<file path="src/source/snn_consts.svh">
`ifndef SNN_CONSTS_SVH
`define SNN_CONSTS_SVH

// geometry
`define SNN_PIX_W           8
`define SNN_IMG_DIM         6
`define SNN_KER_DIM         3
`define SNN_FMAP_DIM        4
`define SNN_POOL_DIM        2
`define SNN_CODE_LEN        4
`define SNN_N_IMAGES        2

// datapath widths
`define SNN_CONV_W          20
`define SNN_FC_W            17
`define SNN_DIST_W          10

// quantization and activation
`define SNN_Q_SCALE_CONV    2295
`define SNN_Q_SCALE_FC      510
`define SNN_ACT_THRESHOLD   16

// img_valid to code_valid, in cycles
`define SNN_ENC_LATENCY     19

`endif
</file>
<file path="src/source/snn_pkg.sv">
`include "snn_consts.svh"

package snn_pkg;

	// one pixel, kernel tap, weight or code byte
	typedef logic [`SNN_PIX_W-1:0] pixel_t;

	// L1 distance and output word
	typedef logic [`SNN_DIST_W-1:0] dist_t;

	// row-major, pix[0] is the top left pixel
	typedef struct packed {
		pixel_t [`SNN_IMG_DIM*`SNN_IMG_DIM-1:0] pix;
	} snn_image_t;

	// kernel row-major, weights w00 w01 w10 w11
	typedef struct packed {
		pixel_t [`SNN_KER_DIM*`SNN_KER_DIM-1:0] ker;
		pixel_t [`SNN_POOL_DIM*`SNN_POOL_DIM-1:0] w;
	} snn_params_t;

	// bytes ordered (0,0) (0,1) (1,0) (1,1)
	typedef struct packed {
		pixel_t [`SNN_CODE_LEN-1:0] q;
	} snn_code_t;

endpackage

</file>
<file path="src/source/snn_top.sv">
`timescale 1ns/100ps
`include "snn_consts.svh"

module snn_top
	import snn_pkg::*;
(
	input  logic   clk,
	input  logic   rst_n,
	input  logic   in_valid,
	input  pixel_t img,
	input  pixel_t ker,
	input  pixel_t weight,
	output logic   out_valid,
	output dist_t  out_data
);

	logic [`SNN_N_IMAGES-1:0] img_valid;
	snn_image_t image;
	snn_params_t params;
	logic [`SNN_N_IMAGES-1:0] code_valid;
	snn_code_t [`SNN_N_IMAGES-1:0] code;

	snn_input_loader i_loader (
		.clk       (clk),
		.rst_n     (rst_n),
		.in_valid  (in_valid),
		.img       (img),
		.ker       (ker),
		.weight    (weight),
		.img_valid (img_valid),
		.image     (image),
		.params    (params)
	);

	// one encoder per image of a set
	for (genvar g = 0; g < `SNN_N_IMAGES; g++) begin : g_encoder
		snn_encoder i_encoder (
			.clk        (clk),
			.rst_n      (rst_n),
			.img_valid  (img_valid[g]),
			.image      (image),
			.params     (params),
			.code_valid (code_valid[g]),
			.code       (code[g])
		);
	end

	snn_distance i_distance (
		.clk        (clk),
		.rst_n      (rst_n),
		.code_valid (code_valid),
		.code       (code),
		.out_valid  (out_valid),
		.out_data   (out_data)
	);

endmodule

</file>
<file path="src/source/snn_distance.sv">
`timescale 1ns/100ps
`include "snn_consts.svh"

module snn_distance
	import snn_pkg::*;
(
	input  logic                          clk,
	input  logic                          rst_n,
	input  logic [`SNN_N_IMAGES-1:0]      code_valid,
	input  snn_code_t [`SNN_N_IMAGES-1:0] code,
	output logic                          out_valid,
	output dist_t                         out_data
);

	// the last encoder closes the set
	localparam int LAST = `SNN_N_IMAGES - 1;

	snn_code_t code_a;
	pixel_t diff [`SNN_CODE_LEN];
	dist_t dist_sum;

	always_ff @(posedge clk) begin
		if (code_valid[0]) begin
			code_a <= code[0];
		end
	end

	// sum of absolute byte differences
	always_comb begin
		dist_sum = '0;
		for (int i = 0; i < `SNN_CODE_LEN; i++) begin
			if (code_a.q[i] > code[LAST].q[i]) begin
				diff[i] = code_a.q[i] - code[LAST].q[i];
			end else begin
				diff[i] = code[LAST].q[i] - code_a.q[i];
			end
			dist_sum = dist_sum + dist_t'(diff[i]);
		end
	end

	always_ff @(posedge clk or negedge rst_n) begin
		if (!rst_n) begin
			out_valid <= 1'b0;
			out_data <= '0;
		end else begin
			out_valid <= code_valid[LAST];
			if (!code_valid[LAST]) begin
				out_data <= '0;
			end else if (dist_sum < dist_t'(`SNN_ACT_THRESHOLD)) begin
				// too close, treated as the same
				out_data <= '0;
			end else begin
				out_data <= dist_sum;
			end
		end
	end

endmodule

</file>
<file path="src/source/snn_encoder.sv">
`timescale 1ns/100ps
`include "snn_consts.svh"

module snn_encoder
	import snn_pkg::*;
(
	input  logic        clk,
	input  logic        rst_n,
	input  logic        img_valid,
	input  snn_image_t  image,
	input  snn_params_t params,
	output logic        code_valid,
	output snn_code_t   code
);

	localparam int IMG_PIX = `SNN_IMG_DIM * `SNN_IMG_DIM;
	localparam int KER_TAPS = `SNN_KER_DIM * `SNN_KER_DIM;
	localparam int FMAP_PIX = `SNN_FMAP_DIM * `SNN_FMAP_DIM;
	localparam int POOL_PIX = `SNN_POOL_DIM * `SNN_POOL_DIM;
	// side of one pooling window
	localparam int POOL_WIN = `SNN_FMAP_DIM / `SNN_POOL_DIM;
	localparam int PIX_IDX_W = $clog2(IMG_PIX);
	localparam int KER_IDX_W = $clog2(KER_TAPS);
	localparam int WIN_W = $clog2(FMAP_PIX);
	localparam logic [`SNN_CONV_W-1:0] Q_CONV = `SNN_CONV_W'(`SNN_Q_SCALE_CONV);
	localparam logic [`SNN_FC_W-1:0] Q_FC = `SNN_FC_W'(`SNN_Q_SCALE_FC);

	snn_image_t img_q;
	snn_params_t par_q;

	logic conv_run;
	logic [WIN_W-1:0] win;
	logic pool_go;
	logic fc_go;

	logic [PIX_IDX_W-1:0] win_base;
	logic [`SNN_CONV_W-1:0] conv_sum;
	pixel_t qmap [FMAP_PIX];
	pixel_t pool_max [POOL_PIX];
	pixel_t pool_q [POOL_PIX];
	logic [`SNN_FC_W-1:0] fc_sum [`SNN_CODE_LEN];
	snn_code_t fc_code;

	// sequencing: capture, 16 windows, pool, fc
	always_ff @(posedge clk or negedge rst_n) begin
		if (!rst_n) begin
			conv_run <= 1'b0;
			win <= '0;
			pool_go <= 1'b0;
			fc_go <= 1'b0;
			code_valid <= 1'b0;
		end else begin
			pool_go <= conv_run && win == WIN_W'(FMAP_PIX - 1);
			fc_go <= pool_go;
			code_valid <= fc_go;
			if (img_valid) begin
				conv_run <= 1'b1;
				win <= '0;
			end else if (conv_run) begin
				win <= win + WIN_W'(1);
				if (win == WIN_W'(FMAP_PIX - 1)) begin
					conv_run <= 1'b0;
				end
			end
		end
	end

	// private copies, the loader refills its buffers meanwhile
	always_ff @(posedge clk) begin
		if (img_valid) begin
			img_q <= image;
			par_q <= params;
		end
	end

	// top left pixel of the current window
	assign win_base = PIX_IDX_W'((int'(win) / `SNN_FMAP_DIM) * `SNN_IMG_DIM +
		int'(win) % `SNN_FMAP_DIM);

	always_comb begin
		conv_sum = '0;
		for (int kr = 0; kr < `SNN_KER_DIM; kr++) begin
			for (int kc = 0; kc < `SNN_KER_DIM; kc++) begin
				conv_sum = conv_sum +
					`SNN_CONV_W'(img_q.pix[win_base + PIX_IDX_W'(kr * `SNN_IMG_DIM + kc)]) *
					`SNN_CONV_W'(par_q.ker[KER_IDX_W'(kr * `SNN_KER_DIM + kc)]);
			end
		end
	end

	// truncating quantization, fits a byte
	always_ff @(posedge clk) begin
		if (conv_run) begin
			qmap[win] <= pixel_t'(conv_sum / Q_CONV);
		end
	end

	// max of each quadrant
	always_comb begin
		for (int pr = 0; pr < `SNN_POOL_DIM; pr++) begin
			for (int pc = 0; pc < `SNN_POOL_DIM; pc++) begin
				pool_max[pr * `SNN_POOL_DIM + pc] =
					qmap[pr * POOL_WIN * `SNN_FMAP_DIM + pc * POOL_WIN];
				for (int dr = 0; dr < POOL_WIN; dr++) begin
					for (int dc = 0; dc < POOL_WIN; dc++) begin
						if (qmap[(pr * POOL_WIN + dr) * `SNN_FMAP_DIM + pc * POOL_WIN + dc] >
							pool_max[pr * `SNN_POOL_DIM + pc]) begin
							pool_max[pr * `SNN_POOL_DIM + pc] =
								qmap[(pr * POOL_WIN + dr) * `SNN_FMAP_DIM +
								pc * POOL_WIN + dc];
						end
					end
				end
			end
		end
	end

	always_ff @(posedge clk) begin
		if (pool_go) begin
			pool_q <= pool_max;
		end
	end

	// out(r,c) = pool(r,0)*w(0,c) + pool(r,1)*w(1,c)
	always_comb begin
		for (int r = 0; r < `SNN_POOL_DIM; r++) begin
			for (int c = 0; c < `SNN_POOL_DIM; c++) begin
				fc_sum[r * `SNN_POOL_DIM + c] = '0;
				for (int i = 0; i < `SNN_POOL_DIM; i++) begin
					fc_sum[r * `SNN_POOL_DIM + c] = fc_sum[r * `SNN_POOL_DIM + c] +
						`SNN_FC_W'(pool_q[r * `SNN_POOL_DIM + i]) *
						`SNN_FC_W'(par_q.w[i * `SNN_POOL_DIM + c]);
				end
				fc_code.q[r * `SNN_POOL_DIM + c] =
					pixel_t'(fc_sum[r * `SNN_POOL_DIM + c] / Q_FC);
			end
		end
	end

	// held until the next set
	always_ff @(posedge clk) begin
		if (fc_go) begin
			code <= fc_code;
		end
	end

endmodule

</file>
<file path="src/source/snn_input_loader.sv">
`timescale 1ns/100ps
`include "snn_consts.svh"

module snn_input_loader
	import snn_pkg::*;
(
	input  logic                     clk,
	input  logic                     rst_n,
	input  logic                     in_valid,
	input  pixel_t                   img,
	input  pixel_t                   ker,
	input  pixel_t                   weight,
	output logic [`SNN_N_IMAGES-1:0] img_valid,
	output snn_image_t               image,
	output snn_params_t              params
);

	localparam int IMG_PIX = `SNN_IMG_DIM * `SNN_IMG_DIM;
	localparam int KER_TAPS = `SNN_KER_DIM * `SNN_KER_DIM;
	localparam int N_WEIGHTS = `SNN_POOL_DIM * `SNN_POOL_DIM;
	localparam int SET_LEN = IMG_PIX * `SNN_N_IMAGES;
	localparam int POS_W = $clog2(SET_LEN);
	localparam int PIX_IDX_W = $clog2(IMG_PIX);
	localparam int KER_IDX_W = $clog2(KER_TAPS);
	localparam int W_IDX_W = $clog2(N_WEIGHTS);

	logic [POS_W-1:0] pos;
	logic [POS_W-1:0] img_base;
	logic [PIX_IDX_W-1:0] pix_idx;
	logic [KER_IDX_W-1:0] ker_idx;
	logic [W_IDX_W-1:0] w_idx;

	// stream position, back to zero on any gap
	always_ff @(posedge clk or negedge rst_n) begin
		if (!rst_n) begin
			pos <= '0;
		end else if (!in_valid || pos == POS_W'(SET_LEN - 1)) begin
			pos <= '0;
		end else begin
			pos <= pos + POS_W'(1);
		end
	end

	// first position of the image being streamed
	always_comb begin
		img_base = '0;
		for (int k = 1; k < `SNN_N_IMAGES; k++) begin
			if (pos >= POS_W'(k * IMG_PIX)) begin
				img_base = POS_W'(k * IMG_PIX);
			end
		end
	end

	assign pix_idx = PIX_IDX_W'(pos - img_base);
	assign ker_idx = pos[KER_IDX_W-1:0];
	assign w_idx = pos[W_IDX_W-1:0];

	// pulse once the last pixel of image k is in
	always_ff @(posedge clk or negedge rst_n) begin
		if (!rst_n) begin
			img_valid <= '0;
		end else begin
			for (int k = 0; k < `SNN_N_IMAGES; k++) begin
				img_valid[k] <= in_valid && pos == POS_W'((k + 1) * IMG_PIX - 1);
			end
		end
	end

	// one buffer reused by every image of the set
	always_ff @(posedge clk) begin
		if (in_valid) begin
			image.pix[pix_idx] <= img;
		end
	end

	always_ff @(posedge clk) begin
		if (in_valid && pos < POS_W'(KER_TAPS)) begin
			params.ker[ker_idx] <= ker;
		end
		if (in_valid && pos < POS_W'(N_WEIGHTS)) begin
			params.w[w_idx] <= weight;
		end
	end

endmodule

</file>
<file path="config.mk">
export PLATFORM = sky130hd
export DESIGN_NAME = snn_top
export DESIGN_NICKNAME = d
export VERILOG_FILES = /design/src/source/snn_pkg.sv /design/src/source/snn_top.sv /design/src/source/snn_distance.sv /design/src/source/snn_encoder.sv /design/src/source/snn_input_loader.sv
export VERILOG_INCLUDE_DIRS = /design/src /design/src/source
export SDC_FILE = /design/constraint.sdc
export NUM_CORES = 1
export LEC_CHECK = 0
export BUFFER_PORTS_ARGS = -buffer_cell sky130_fd_sc_hd__buf_2
export CORE_MARGIN = 4
export CORE_UTILIZATION = 47
export DETAILED_ROUTE_END_ITERATION = 10
export PLACE_DENSITY = 0.83
export SLEW_MARGIN = 20
export SYNTH_ARGS = -nofsm -noshare
export SYNTH_HDL_FRONTEND = slang
export SYNTH_SLANG_ARGS = --single-unit
</file>
<file path="constraint.sdc">
create_clock -name clk -period 1.3 [get_ports clk]
set_input_delay 0.39 -clock clk [delete_from_list [all_inputs] [get_ports clk]]
set_output_delay 0.39 -clock clk [all_outputs]
set_load 0.005 [all_outputs]
</file>
==> summary.md, run 1 <==
| Metric | Value |
|---|---|
| Clock transition at path regs | `130 ps` |
| Initial antenna violation count | `0` |
| Worst rel slew slack | `65.45%` |
| Via count | `between 600 and 700` |
| Max cap viols | `0` |
| Pwr dens | `1288 nW/µm²` |
| CP Cell Sequence | `buf_2` |
| Pre-CTS setup slack | `around 110 ps` |
| Fin util | `59.19%` |
| Grt total ovfl | `0` |
| Worst-Margin Slew | `518.3 ps` |
| Total placed cells including tap cells | `131` |
| CP startpoint kind | `flop` |
| Core area | `about 2000 µm²` |
| Routed WL per cell | `11.59 µm` |
| Tcrit/Tclk final | `roughly 93%` |
| Type of the worst setup path | `reg2out` |
| Placed instance area | `1164 µm²` |
| Required time of the worst setup path | `910 ps` |
| Max Fclk | `0.8243 GHz` |
| DRT iter0 DRCs | `10` |
| Layout cells sized above 1 | `approximately 18%` |
| CTS tree | `built` |
| Sequential area share after synthesis | `59.24%` |
| Synth-to-layout area growth | `14.46%` |
| Synthesized area | `1056 µm²` |
| RSZ-0062 raised after global routing | `no` |
| Peak supply drop | `827.4 µV` |
| I/O pin total | `38` |
| Row count | `16` |
| Wirelength, routed | `around 1.6 mm` |
| Post-Syn Instances | `86` |
| Crit-path leading delay family | `flip-flops` |
| Layout fillers | `168` |
| Syn_area_per_cell | `between 10 and 15 µm²` |
| Global placement routability congestion | `0.8393` |
| Port bufs | `12` |
| Crit path time final | `1213 ps` |
| Sinks on Clock Net | `25` |
| Final-report setup violation count | `0` |
| Max incr delay on CP | `400 ps` |
| Post-DP HPWL | `between 1 and 1.5 mm` |
| Die W | `55.40 µm` |
| Final hold vios | `0` |
| DR pass1 iterations | `4` |
| CTS buffer count | `3` |
| Total power | `1.556 mW` |
| Final Cell Area | `1209 µm²` |
| Worst-Skew Late Latency | `around 300 ps` |
| Root buffer cell | `clkbuf_4` |
| Hold Path Class | `in2async` |
| Finished Layout Cells | `135` |
| Die area | `between 3000 and 4000 µm²` |
| Worst Skew | `7.859 ps` |
| First-pass GRT wire length | `2.635 mm` |
| Slowest-stage cell, CP | `dfrtp_1` |
| Post-layout net count | `143` |
| Diode count | `0` |
| Worst Setup Slack, final | `86.82 ps` |
| Crit path max fanout | `2` |
| CP arrival | `820 ps` |
| Chip Height | `55.40 µm` |
| Initial Util | `51.72%` |
| Final TNS setup | `0 ps` |
| Post-synth cell types | `28` |
| Postcts setup bufs | `0` |
| Vias in the first global route | `648` |
| GRT Overall Usage | `10.59%` |
| Maximum number of pins on one net before global-route repair | `26` |
| Kind of end point of the critical path | `output port` |
| DR vias/cell | `4.822` |
| Post-route ant nets | `0` |
| H-tree Lvls | `1` |
| Worst path bufs/invs | `1` |
| Flop and latch count out of synthesis | `25` |
| Clock Path Buffers | `2` |
| Yosys warns | `0` |
| Worst hold slack | `45.34 ps` |
| Slew Viols, Final | `0` |
| Outcome | `finished, final reports clean` |
| Leak Pwr | `0.6416 nW` |
| DRC | `0` |
## synthesized netlist by cell type (all sizes together)
library cell / instances / area share (%)
dfrtp: 25 / 59
nor2: 9 / 3.2
ha: 6 / 7.1
xor2: 5 / 4.1
and2: 4 / 2.4
a21oi: 3 / 1.4
buf: 3 / 1.9
nand2: 3 / 1.1
nand3: 3 / 1.4
xnor2: 3 / 2.5
a21o: 2 / 1.4
clkbuf: 2 / 0.71
inv: 2 / 0.71
mux2i: 2 / 1.9
nand4: 2 / 1.2
nor3: 2 / 1.4
and4: 1 / 0.83
conb: 1 / 0.36
fa: 1 / 1.9
nand2b: 1 / 0.59
nand4bb: 1 / 1.1
nor2b: 1 / 0.59
o211ai: 1 / 0.71
o21ai: 1 / 0.83
o31ai: 1 / 0.71
or2b: 1 / 0.71
## sequential cells by signal, indices dropped and copies added (netlist names)
name and cells:
g_encoder.i_encoder.pool_go 1, i_distance.out_valid 1, i_loader.pos 7, i_loader.img_valid 1
g_encoder.i_encoder.fc_go 1, g_encoder.i_encoder.code_valid 1, g_encoder.i_encoder.conv_run 1, i_distance.out_data 8
g_encoder.i_encoder.win 4
## power by group
part | internal (mW) | switching (mW)
Combinational | 0.133 | 0.132
Clock | 0.119 | 0.200
Sequential | 0.876 | 0.0966
## worst paths after layout
check                           depth (start not counted)                      startpoint                            end  slack (ps)
min in group clk                                        0  g_encoder[1].i_encoder.pool_go   g_encoder[1].i_encoder.fc_go         360
worst max-delay path                                    1          i_distance.out_data[2]                    out_data[1]          90
worst max register to register                          4                 i_loader.pos[0]                i_loader.pos[3]         110
max in group asynchronous                               1                           rst_n  g_encoder[1].i_encoder.win[0]         900
worst min-delay path                                    1                           rst_n                i_loader.pos[6]          50
worst min register to register                          0  g_encoder[1].i_encoder.pool_go   g_encoder[1].i_encoder.fc_go         360
## placed cells by master, fill, tap and decap left out
cell and instances:
nor2_1 9, xor2_1 5, nor2b_1 1, o211ai_1 1, nor3_1 1, o21ai_2 1
o31ai_1 1, inv_1 2, dfrtp_1 25, xnor2_1 3, ha_2 1, and4_1 1
fa_1 1, nand2b_1 1, mux2i_1 2, nand4_1 2, nand3_1 3, ha_1 5
a21o_1 2, clkbuf_1 1, nand2_1 3, nand4bb_4 1, or2b_1 1, and2_1 4
clkbuf_4 3, a21oi_1 3, buf_2 12, nor3_2 1, conb_1 12
## area by class of cell
cell class | count | area, µm² | area share, %
timing repair buffer | 12 | 60.06 | 4.969
sequential | 25 | 625.6 | 51.76
inverter | 2 | 7.507 | 0.6211
clock buffer | 4 | 26.28 | 2.174
multi-input combinational | 65 | 455.4 | 37.68
tap | 27 | 33.78 | 2.795
## cells by family (layout without fill, tap and decap cells)
family	Yosys count	in the layout	synth area share (%)
other cells	1	12	0.3551
mux	2	2	1.896
simple gates	28	28	14.45
fa+ha+maj	7	7	9.005
flops	25	25	59.24
buf+inv	7	18	3.317
xor+xnor	8	8	6.635
compound gates	8	8	5.095
## repair_timing
action	CTS	global route
endpoints found under the setup margin	0	4
hold buffers	0	0
resized for setup	0	2
## per-layer routing
layer  global-route usage [%]  wire [µm]  vias to the layer above
met5                        0          0                        -
met4                    3.819         12                        0
met3                    3.730         97                        2
met2                    17.91        812                       17
met1                    12.31        641                      318
li1                         -          -                      314
Note: power is estimated with default switching activity, not from simulation.
==> inputs of run 2 (changes only) <==
--- a/config.mk
+++ b/config.mk
@@ -8,10 +8,11 @@
 export LEC_CHECK = 0
 export BUFFER_PORTS_ARGS = -buffer_cell sky130_fd_sc_hd__buf_2
 export CORE_MARGIN = 4
-export CORE_UTILIZATION = 47
+export CORE_UTILIZATION = 60
 export DETAILED_ROUTE_END_ITERATION = 10
-export PLACE_DENSITY = 0.83
+export PLACE_DENSITY = 0.84
 export SLEW_MARGIN = 20
 export SYNTH_ARGS = -nofsm -noshare
 export SYNTH_HDL_FRONTEND = slang
+export SYNTH_HIERARCHICAL = 1
 export SYNTH_SLANG_ARGS = --single-unit
==> summary.md, run 2 <==
| Metric | Value |
|---|---|
| Via count | `5,670` |
| Global placement routability congestion | `0.8622` |
| Syn_area_per_cell | `9.833 µm²` |
| Max Fclk | `0.1968 GHz` |
| Max cap viols | `0` |
| Crit path max fanout | `6` |
| Leak Pwr | `3.883 nW` |
| Max reg flops | `32` |
| CTS buffer count | `9` |
| Commonest cells after routing, fill and taps aside | `buf_4 (123), inv_1 (86), conb_1 (64), ha_1 (61), dfrtp_1 (34)` |
| Initial antenna violation count | `0` |
| Worst-Margin Slew | `approximately 530 ps` |
| CTS tree | `built` |
| Clock Path Buffers | `2` |
| Core area | `about 11,000 µm²` |
| Diode count | `0` |
| First-pass GRT wire length | `25.67 mm` |
| Final-report setup violation count | `13` |
| Crit path time final | `5081 ps` |
| RSZ-0062 raised after global routing | `yes` |
| H-tree Lvls | `3` |
| Worst Skew | `13.11 ps` |
| Post-Syn Instances | `672` |
| Top reg by flops | `i_distance/code_a` |
| Vias in the first global route | `5,514` |
| Root buffer cell | `clkbuf_8` |
| Required time of the worst setup path | `1520 ps` |
| Most common cell after layout, fill and taps aside | `buf_4` |
| Kind of end point of the critical path | `flop` |
| Synthesized area | `6608 µm²` |
| Row count | `38` |
| Worst-Skew Late Latency | `380 ps` |
| Clock transition at path regs | `90 ps` |
| Final hold vios | `0` |
| GRT Overall Usage | `approximately a quarter` |
| Biggest regs | `i_distance/code_a: 32 flops, i_distance/out_data: 10 flops, g_encoder.i_encoder/win: 8 flops` |
| Fin util | `76.15%` |
| GRT met2 Usage | `a little under half` |
| DR vias/cell | `5.994` |
| Port bufs | `13` |
| DRC | `0` |
| Pwr dens | `1670 nW/µm²` |
| Initial Util | `61.22%` |
| Routed WL per cell | `21.10 µm` |
| Layout cells sized above 1 | `34.49%` |
| Sinks on Clock Net | `68` |
| Post-DP HPWL | `10.91 mm` |
| Post-route ant nets | `0` |
| Wirelength, routed | `19.96 mm` |
| Die area | `12,760 µm²` |
| Slew Viols, Final | `0` |
| Total placed cells including tap cells | `a little over 900` |
| I/O pin total | `38` |
| Finished Layout Cells | `946` |
| Type of the worst setup path | `reg2reg` |
| Peak supply drop | `1828 µV` |
| Maximum number of pins on one net before global-route repair | `24` |
| Pre-CTS setup slack | `-3515 ps` |
| CP arrival | `5300 ps` |
| Die W | `between 100 and 150 µm` |
| Outcome | `finished, violations left` |
| Failing checks | `setup timing` |
| Synth-to-layout area growth | `24.39%` |
| Hold Path Class | `in2reg` |
| GR Util met1 | `27.62%` |
| Total power | `~14 mW` |
| Tcrit/Tclk final | `390.8%` |
| Busiest grt layer | `met2` |
| Worst Setup Slack, final | `-3781 ps` |
| DR pass1 iterations | `5` |
| Chip Height | `112.9 µm` |
| Post-layout net count | `926` |
| CP startpoint kind | `flop` |
| Yosys warns | `6` |
| Met3 Usage GRT | `under 10%` |
| DRT iter0 DRCs | `between 500 and 600` |
| Grt total ovfl | `0` |
| Worst rel slew slack | `between 60% and 70%` |
## run 2: area by class of cell
class | instances | area (µm²)
inverter | 88 | 330.3
timing repair buffer | 146 | 1117
clock inverter | 7 | 81.33
sequential | 68 | 1864
multi-input combinational | 488 | 4527
fill | 559 | 2574
clock buffer | 9 | 123.9
tap | 140 | 175.2
## run 2: report_power, final
group	internal, mW	total (mW)	switching [mW]
clock	0.912	1.89	0.980
sequential	2.37	2.57	0.201
combinational	4.49	9.26	4.77
## run 2: repair_timing
item / in CTS / in global routing
gates resized for setup: 38 / 38
hold endpoints to repair: 13 / 0
hold buffers: 1 / 0
pin swaps: 17 / 19
buffers inserted: 9 / 13
endpoints found under the setup margin: 15 / 17
## run 2: critical path: stages, from the launching register on
cell	delay, ps
edfxtp_1	450
ha_4	320
nand4_1	120
or2_4	280
o21ai_4	110
mux2_4	350
ha_4	220
a21o_1	190
a21oi_2	170
nor2b_1	80
o21a_1	220
nor2_2	160
xnor2_2	140
fa_1	480
ha_4	250
a21o_1	180
a21o_1	240
or4b_4	540
a31oi_1	420
## run 2: path summary, 6_finish.rpt
kind | start | to | slack [ps] | cells after the start
max | i_distance/code_a[2] | i_distance/out_data[8] | -3780 | 18
min in group asynchronous | rst_n | i_loader/img_valid[0] | 460 | 2
min | in_valid | i_loader/pos[0] | 290 | 3
min reg2reg | g_encoder[0].i_encoder/fc_go | g_encoder[0].i_encoder/code_valid | 360 | 0
max in group asynchronous | rst_n | i_distance/out_data[3] | 390 | 3
max reg2reg | i_distance/code_a[2] | i_distance/out_data[8] | -3780 | 18
## run 2: per-layer routing
| layer | up-vias | share of wire, % |
|---|---|---|
| li1 | 2418 | - |
| met1 | 2732 | 36 |
| met2 | 360 | 49 |
| met3 | 160 | 7.1 |
| met4 | 0 | 8.3 |
| met5 | - | 0 |
## run 2: stage by stage
| step | instance area, µm² | hold slack (ps) | setup TNS (ps) |
|---|---|---|---|
| floorplan | 7002 | 94.41 | -29600 |
| global placement | 7421 | 306.1 | -31050 |
| detailed placement | 7421 | 312.8 | -32990 |
| CTS | 7946 | 315.8 | -31540 |
| global route | 8219 | 295.8 | -36400 |
| finish | 8219 | 291.1 | -34580 |
==> inputs of run 3 (changes only) <==
--- a/config.mk
+++ b/config.mk
@@ -9,8 +9,9 @@
 export BUFFER_PORTS_ARGS = -buffer_cell sky130_fd_sc_hd__buf_2
 export CORE_MARGIN = 4
 export CORE_UTILIZATION = 60
+export CTS_CLUSTER_SIZE = 28
 export DETAILED_ROUTE_END_ITERATION = 10
-export PLACE_DENSITY = 0.84
+export PLACE_DENSITY_LB_ADDON = 0.25
 export SLEW_MARGIN = 20
 export SYNTH_ARGS = -nofsm -noshare
 export SYNTH_HDL_FRONTEND = slang
==> summary.md, run 3 (synthesized netlist as in run 2, its figures left out) <==
| Metric | Value |
|---|---|
| Vias in the first global route | `5,262` |
| DR vias/cell | `5.289` |
| Power Internal | `between 7 and 8 mW` |
| Routed WL per cell | `about 16 µm` |
| Failing checks | `setup timing` |
| Row count | `38` |
| Required time of the worst setup path | `between 1500 and 2000 ps` |
| Synth-to-layout area growth | `24.07%` |
| Initial antenna violation count | `0` |
| Slowest-stage cell, CP | `fa_1` |
| Post-route ant nets | `0` |
| CTS tree | `built` |
| DRC | `0` |
| Hold Path Class | `reg2reg` |
| Clock Path Buffers | `2` |
| Max Fclk | `0.2029 GHz` |
| Max reg flops | `32` |
| Diode count | `0` |
| GRT Overall Usage | `23.05%` |
| Maximum number of pins on one net before global-route repair | `33` |
| RSZ-0062 raised after global routing | `yes` |
| Post-layout net count | `between 900 and 1,000` |
| Most common cell after layout, fill and taps aside | `buf_4` |
| Core area | `about 11,000 µm²` |
| Worst-Skew Late Latency | `360 ps` |
| Slew Viols, Final | `0` |
| Comb power frac | `between 60 and 70%` |
| CP Cell Sequence | `ha_4, nand4_1, buf_4, a21oi_4, o21ai_4, mux2_4, ha_4, a21o_1, a21oi_2, nor2b_1, o21a_1, o41ai_2, xnor2_1, fa_1, ha_4, inv_2, buf_4, nor2_1, o21ai_4, nand3_4, nor4_4, nor3_1` |
| Final hold vios | `0` |
| Grt total ovfl | `0` |
| Clk pwr share | `~15%` |
| Sw frac | `around two fifths` |
| Wirelength, routed | `14.93 mm` |
| Root buffer cell | `clkbuf_8` |
| Crit path max fanout | `5` |
| Post-DP HPWL | `10.35 mm` |
| Port bufs | `13` |
| Chip Height | `112.9 µm` |
| Crit path time final | `roughly 4900 ps` |
| Global placement routability congestion | `0.9169` |
| CTS buffer count | `9` |
| DR pass1 iterations | `4` |
| Layout cells sized above 1 | `33.42%` |
| Total power | `12.42 mW` |
| Pwr dens | `1515 nW/µm²` |
| First-pass GRT wire length | `23.70 mm` |
| Final-report setup violation count | `10` |
| I/O pin total | `38` |
| Commonest cells after routing, fill and taps aside | `buf_4 (124), inv_1 (87), conb_1 (64), ha_1 (62), dfrtp_1 (35)` |
| Via count | `between 4,000 and 5,000` |
| Worst hold slack | `350.2 ps` |
| Max cap viols | `0` |
| Clock transition at path regs | `80 ps` |
| Die W | `about 110 µm` |
| P_sw | `between 5 and 6 mW` |
| Kind of end point of the critical path | `flop` |
| Flop pwr share | `20.5%` |
| H-tree Lvls | `3` |
| Initial Util | `slightly above 60%` |
| Max incr delay on CP | `between 500 and 600 ps` |
| Worst Skew | `~11 ps` |
| Critical Path Most Common Cell | `ha_4` |
| Type of the worst setup path | `reg2reg` |
| Top reg by flops | `i_distance/code_a` |
| CP arrival | `5160 ps` |
| Outcome | `finished, violations left` |
| Sinks on Clock Net | `68` |
| Tcrit/Tclk final | `379.1%` |
| CP startpoint kind | `flop` |
| Worst Setup Slack, final | `-3629 ps` |
| DRT iter0 DRCs | `264` |
| Pre-CTS setup slack | `-3486 ps` |
| Biggest regs | `i_distance/code_a: 32 flops, i_distance/out_data: 10 flops, g_encoder.i_encoder/win: 8 flops` |
| Die area | `roughly 13,000 µm²` |
| Peak supply drop | `approximately 1900 µV` |
| Leak Pwr | `3.858 nW` |
==> run 3: changes by cell type in the layout (fill, tap and decap cells not counted), sizes merged <==
cell	before	now
buf	145	144
clkinvlp	1	2
inv	91	92
clkinv	2	0
==> run 3: layer usage <==
layer,track usage [%],up-vias,part of all wire (%)
li1,-,2414,-
met2,41.98,106,54
met3,4.439,35,3.9
met4,7.131,0,2.2
met5,0,-,0
met1,27.39,2443,40
==> run 3: final cells by class <==
class	count	area (µm²)
tap	140	175.2
clock buffer	9	123.9
fill	684	2595
sequential	68	1863
multi-input combinational	488	4512
timing repair buffer	145	1111
clock inverter	7	82.58
inverter	88	330.3
==> run 3: timing repair <==
item / in CTS / in global routing
setup buffers: 11 / 10
hold endpoints to repair: 11 / 0
setup endpoints to repair: 10 / 17
gates resized for setup: 31 / 36
gates cloned: 0 / 0
pin swaps: 12 / 33
hold buffers: 1 / 0
==> run 3: path summary, 6_finish.rpt <==
| kind | startpoint | to | slack [ps] | cells after the start |
|---|---|---|---|---|
| max | i_distance/code_a[13] | i_distance/out_data[2] | -3630 | 22 |
| min | g_encoder[0].i_encoder/pool_go | g_encoder[0].i_encoder/fc_go | 350 | 0 |
| max reg2reg | i_distance/code_a[13] | i_distance/out_data[2] | -3630 | 22 |
| min reg2reg | g_encoder[0].i_encoder/pool_go | g_encoder[0].i_encoder/fc_go | 350 | 0 |
| max in group asynchronous | rst_n | g_encoder[0].i_encoder/code_valid | 380 | 3 |
| min in group asynchronous | rst_n | i_distance/out_data[5] | 470 | 2 |
==> run 3: worst max-delay path: cells and delay by family (launching register included) <==
family	cells	cell delay, ps
AO/OA/AOI/OAI	7	1190
XOR/XNOR	1	200
adder cells (fa/ha/maj)	4	1350
buffers and inverters	3	370
flip-flops	1	440
multiplexers	1	340
AND/OR/NAND/NOR	6	890
==> run 3: power by group through the flow <==
stage / Combinational, mW / Sequential [mW] / Clock, mW
final: 8.03 / 2.54 / 1.85
after global routing: 8.52 / 2.56 / 2.02
after CTS: 6.58 / 2.53 / 1.91
after detailed placement: 5.66 / 2.57 / 0
after global placement: 5.49 / 2.56 / 0
after floorplan: 3.99 / 2.52 / 0
==> run 3: stage by stage <==
stage / instance area (µm²) / setup TNS (ps) / std cells / util [%]
6_report: 8198 / -33850 / 945 / 75.96
5_1_grt: 8198 / -35690 / 945 / 75.96
4_1_cts: 7930 / -32110 / 935 / 73.48
3_5_place_dp: 7428 / -32390 / 908 / 68.83
3_3_place_gp: 7428 / -31200 / 908 / 68.83
2_1_floorplan: 7002 / -29600 / 734 / -
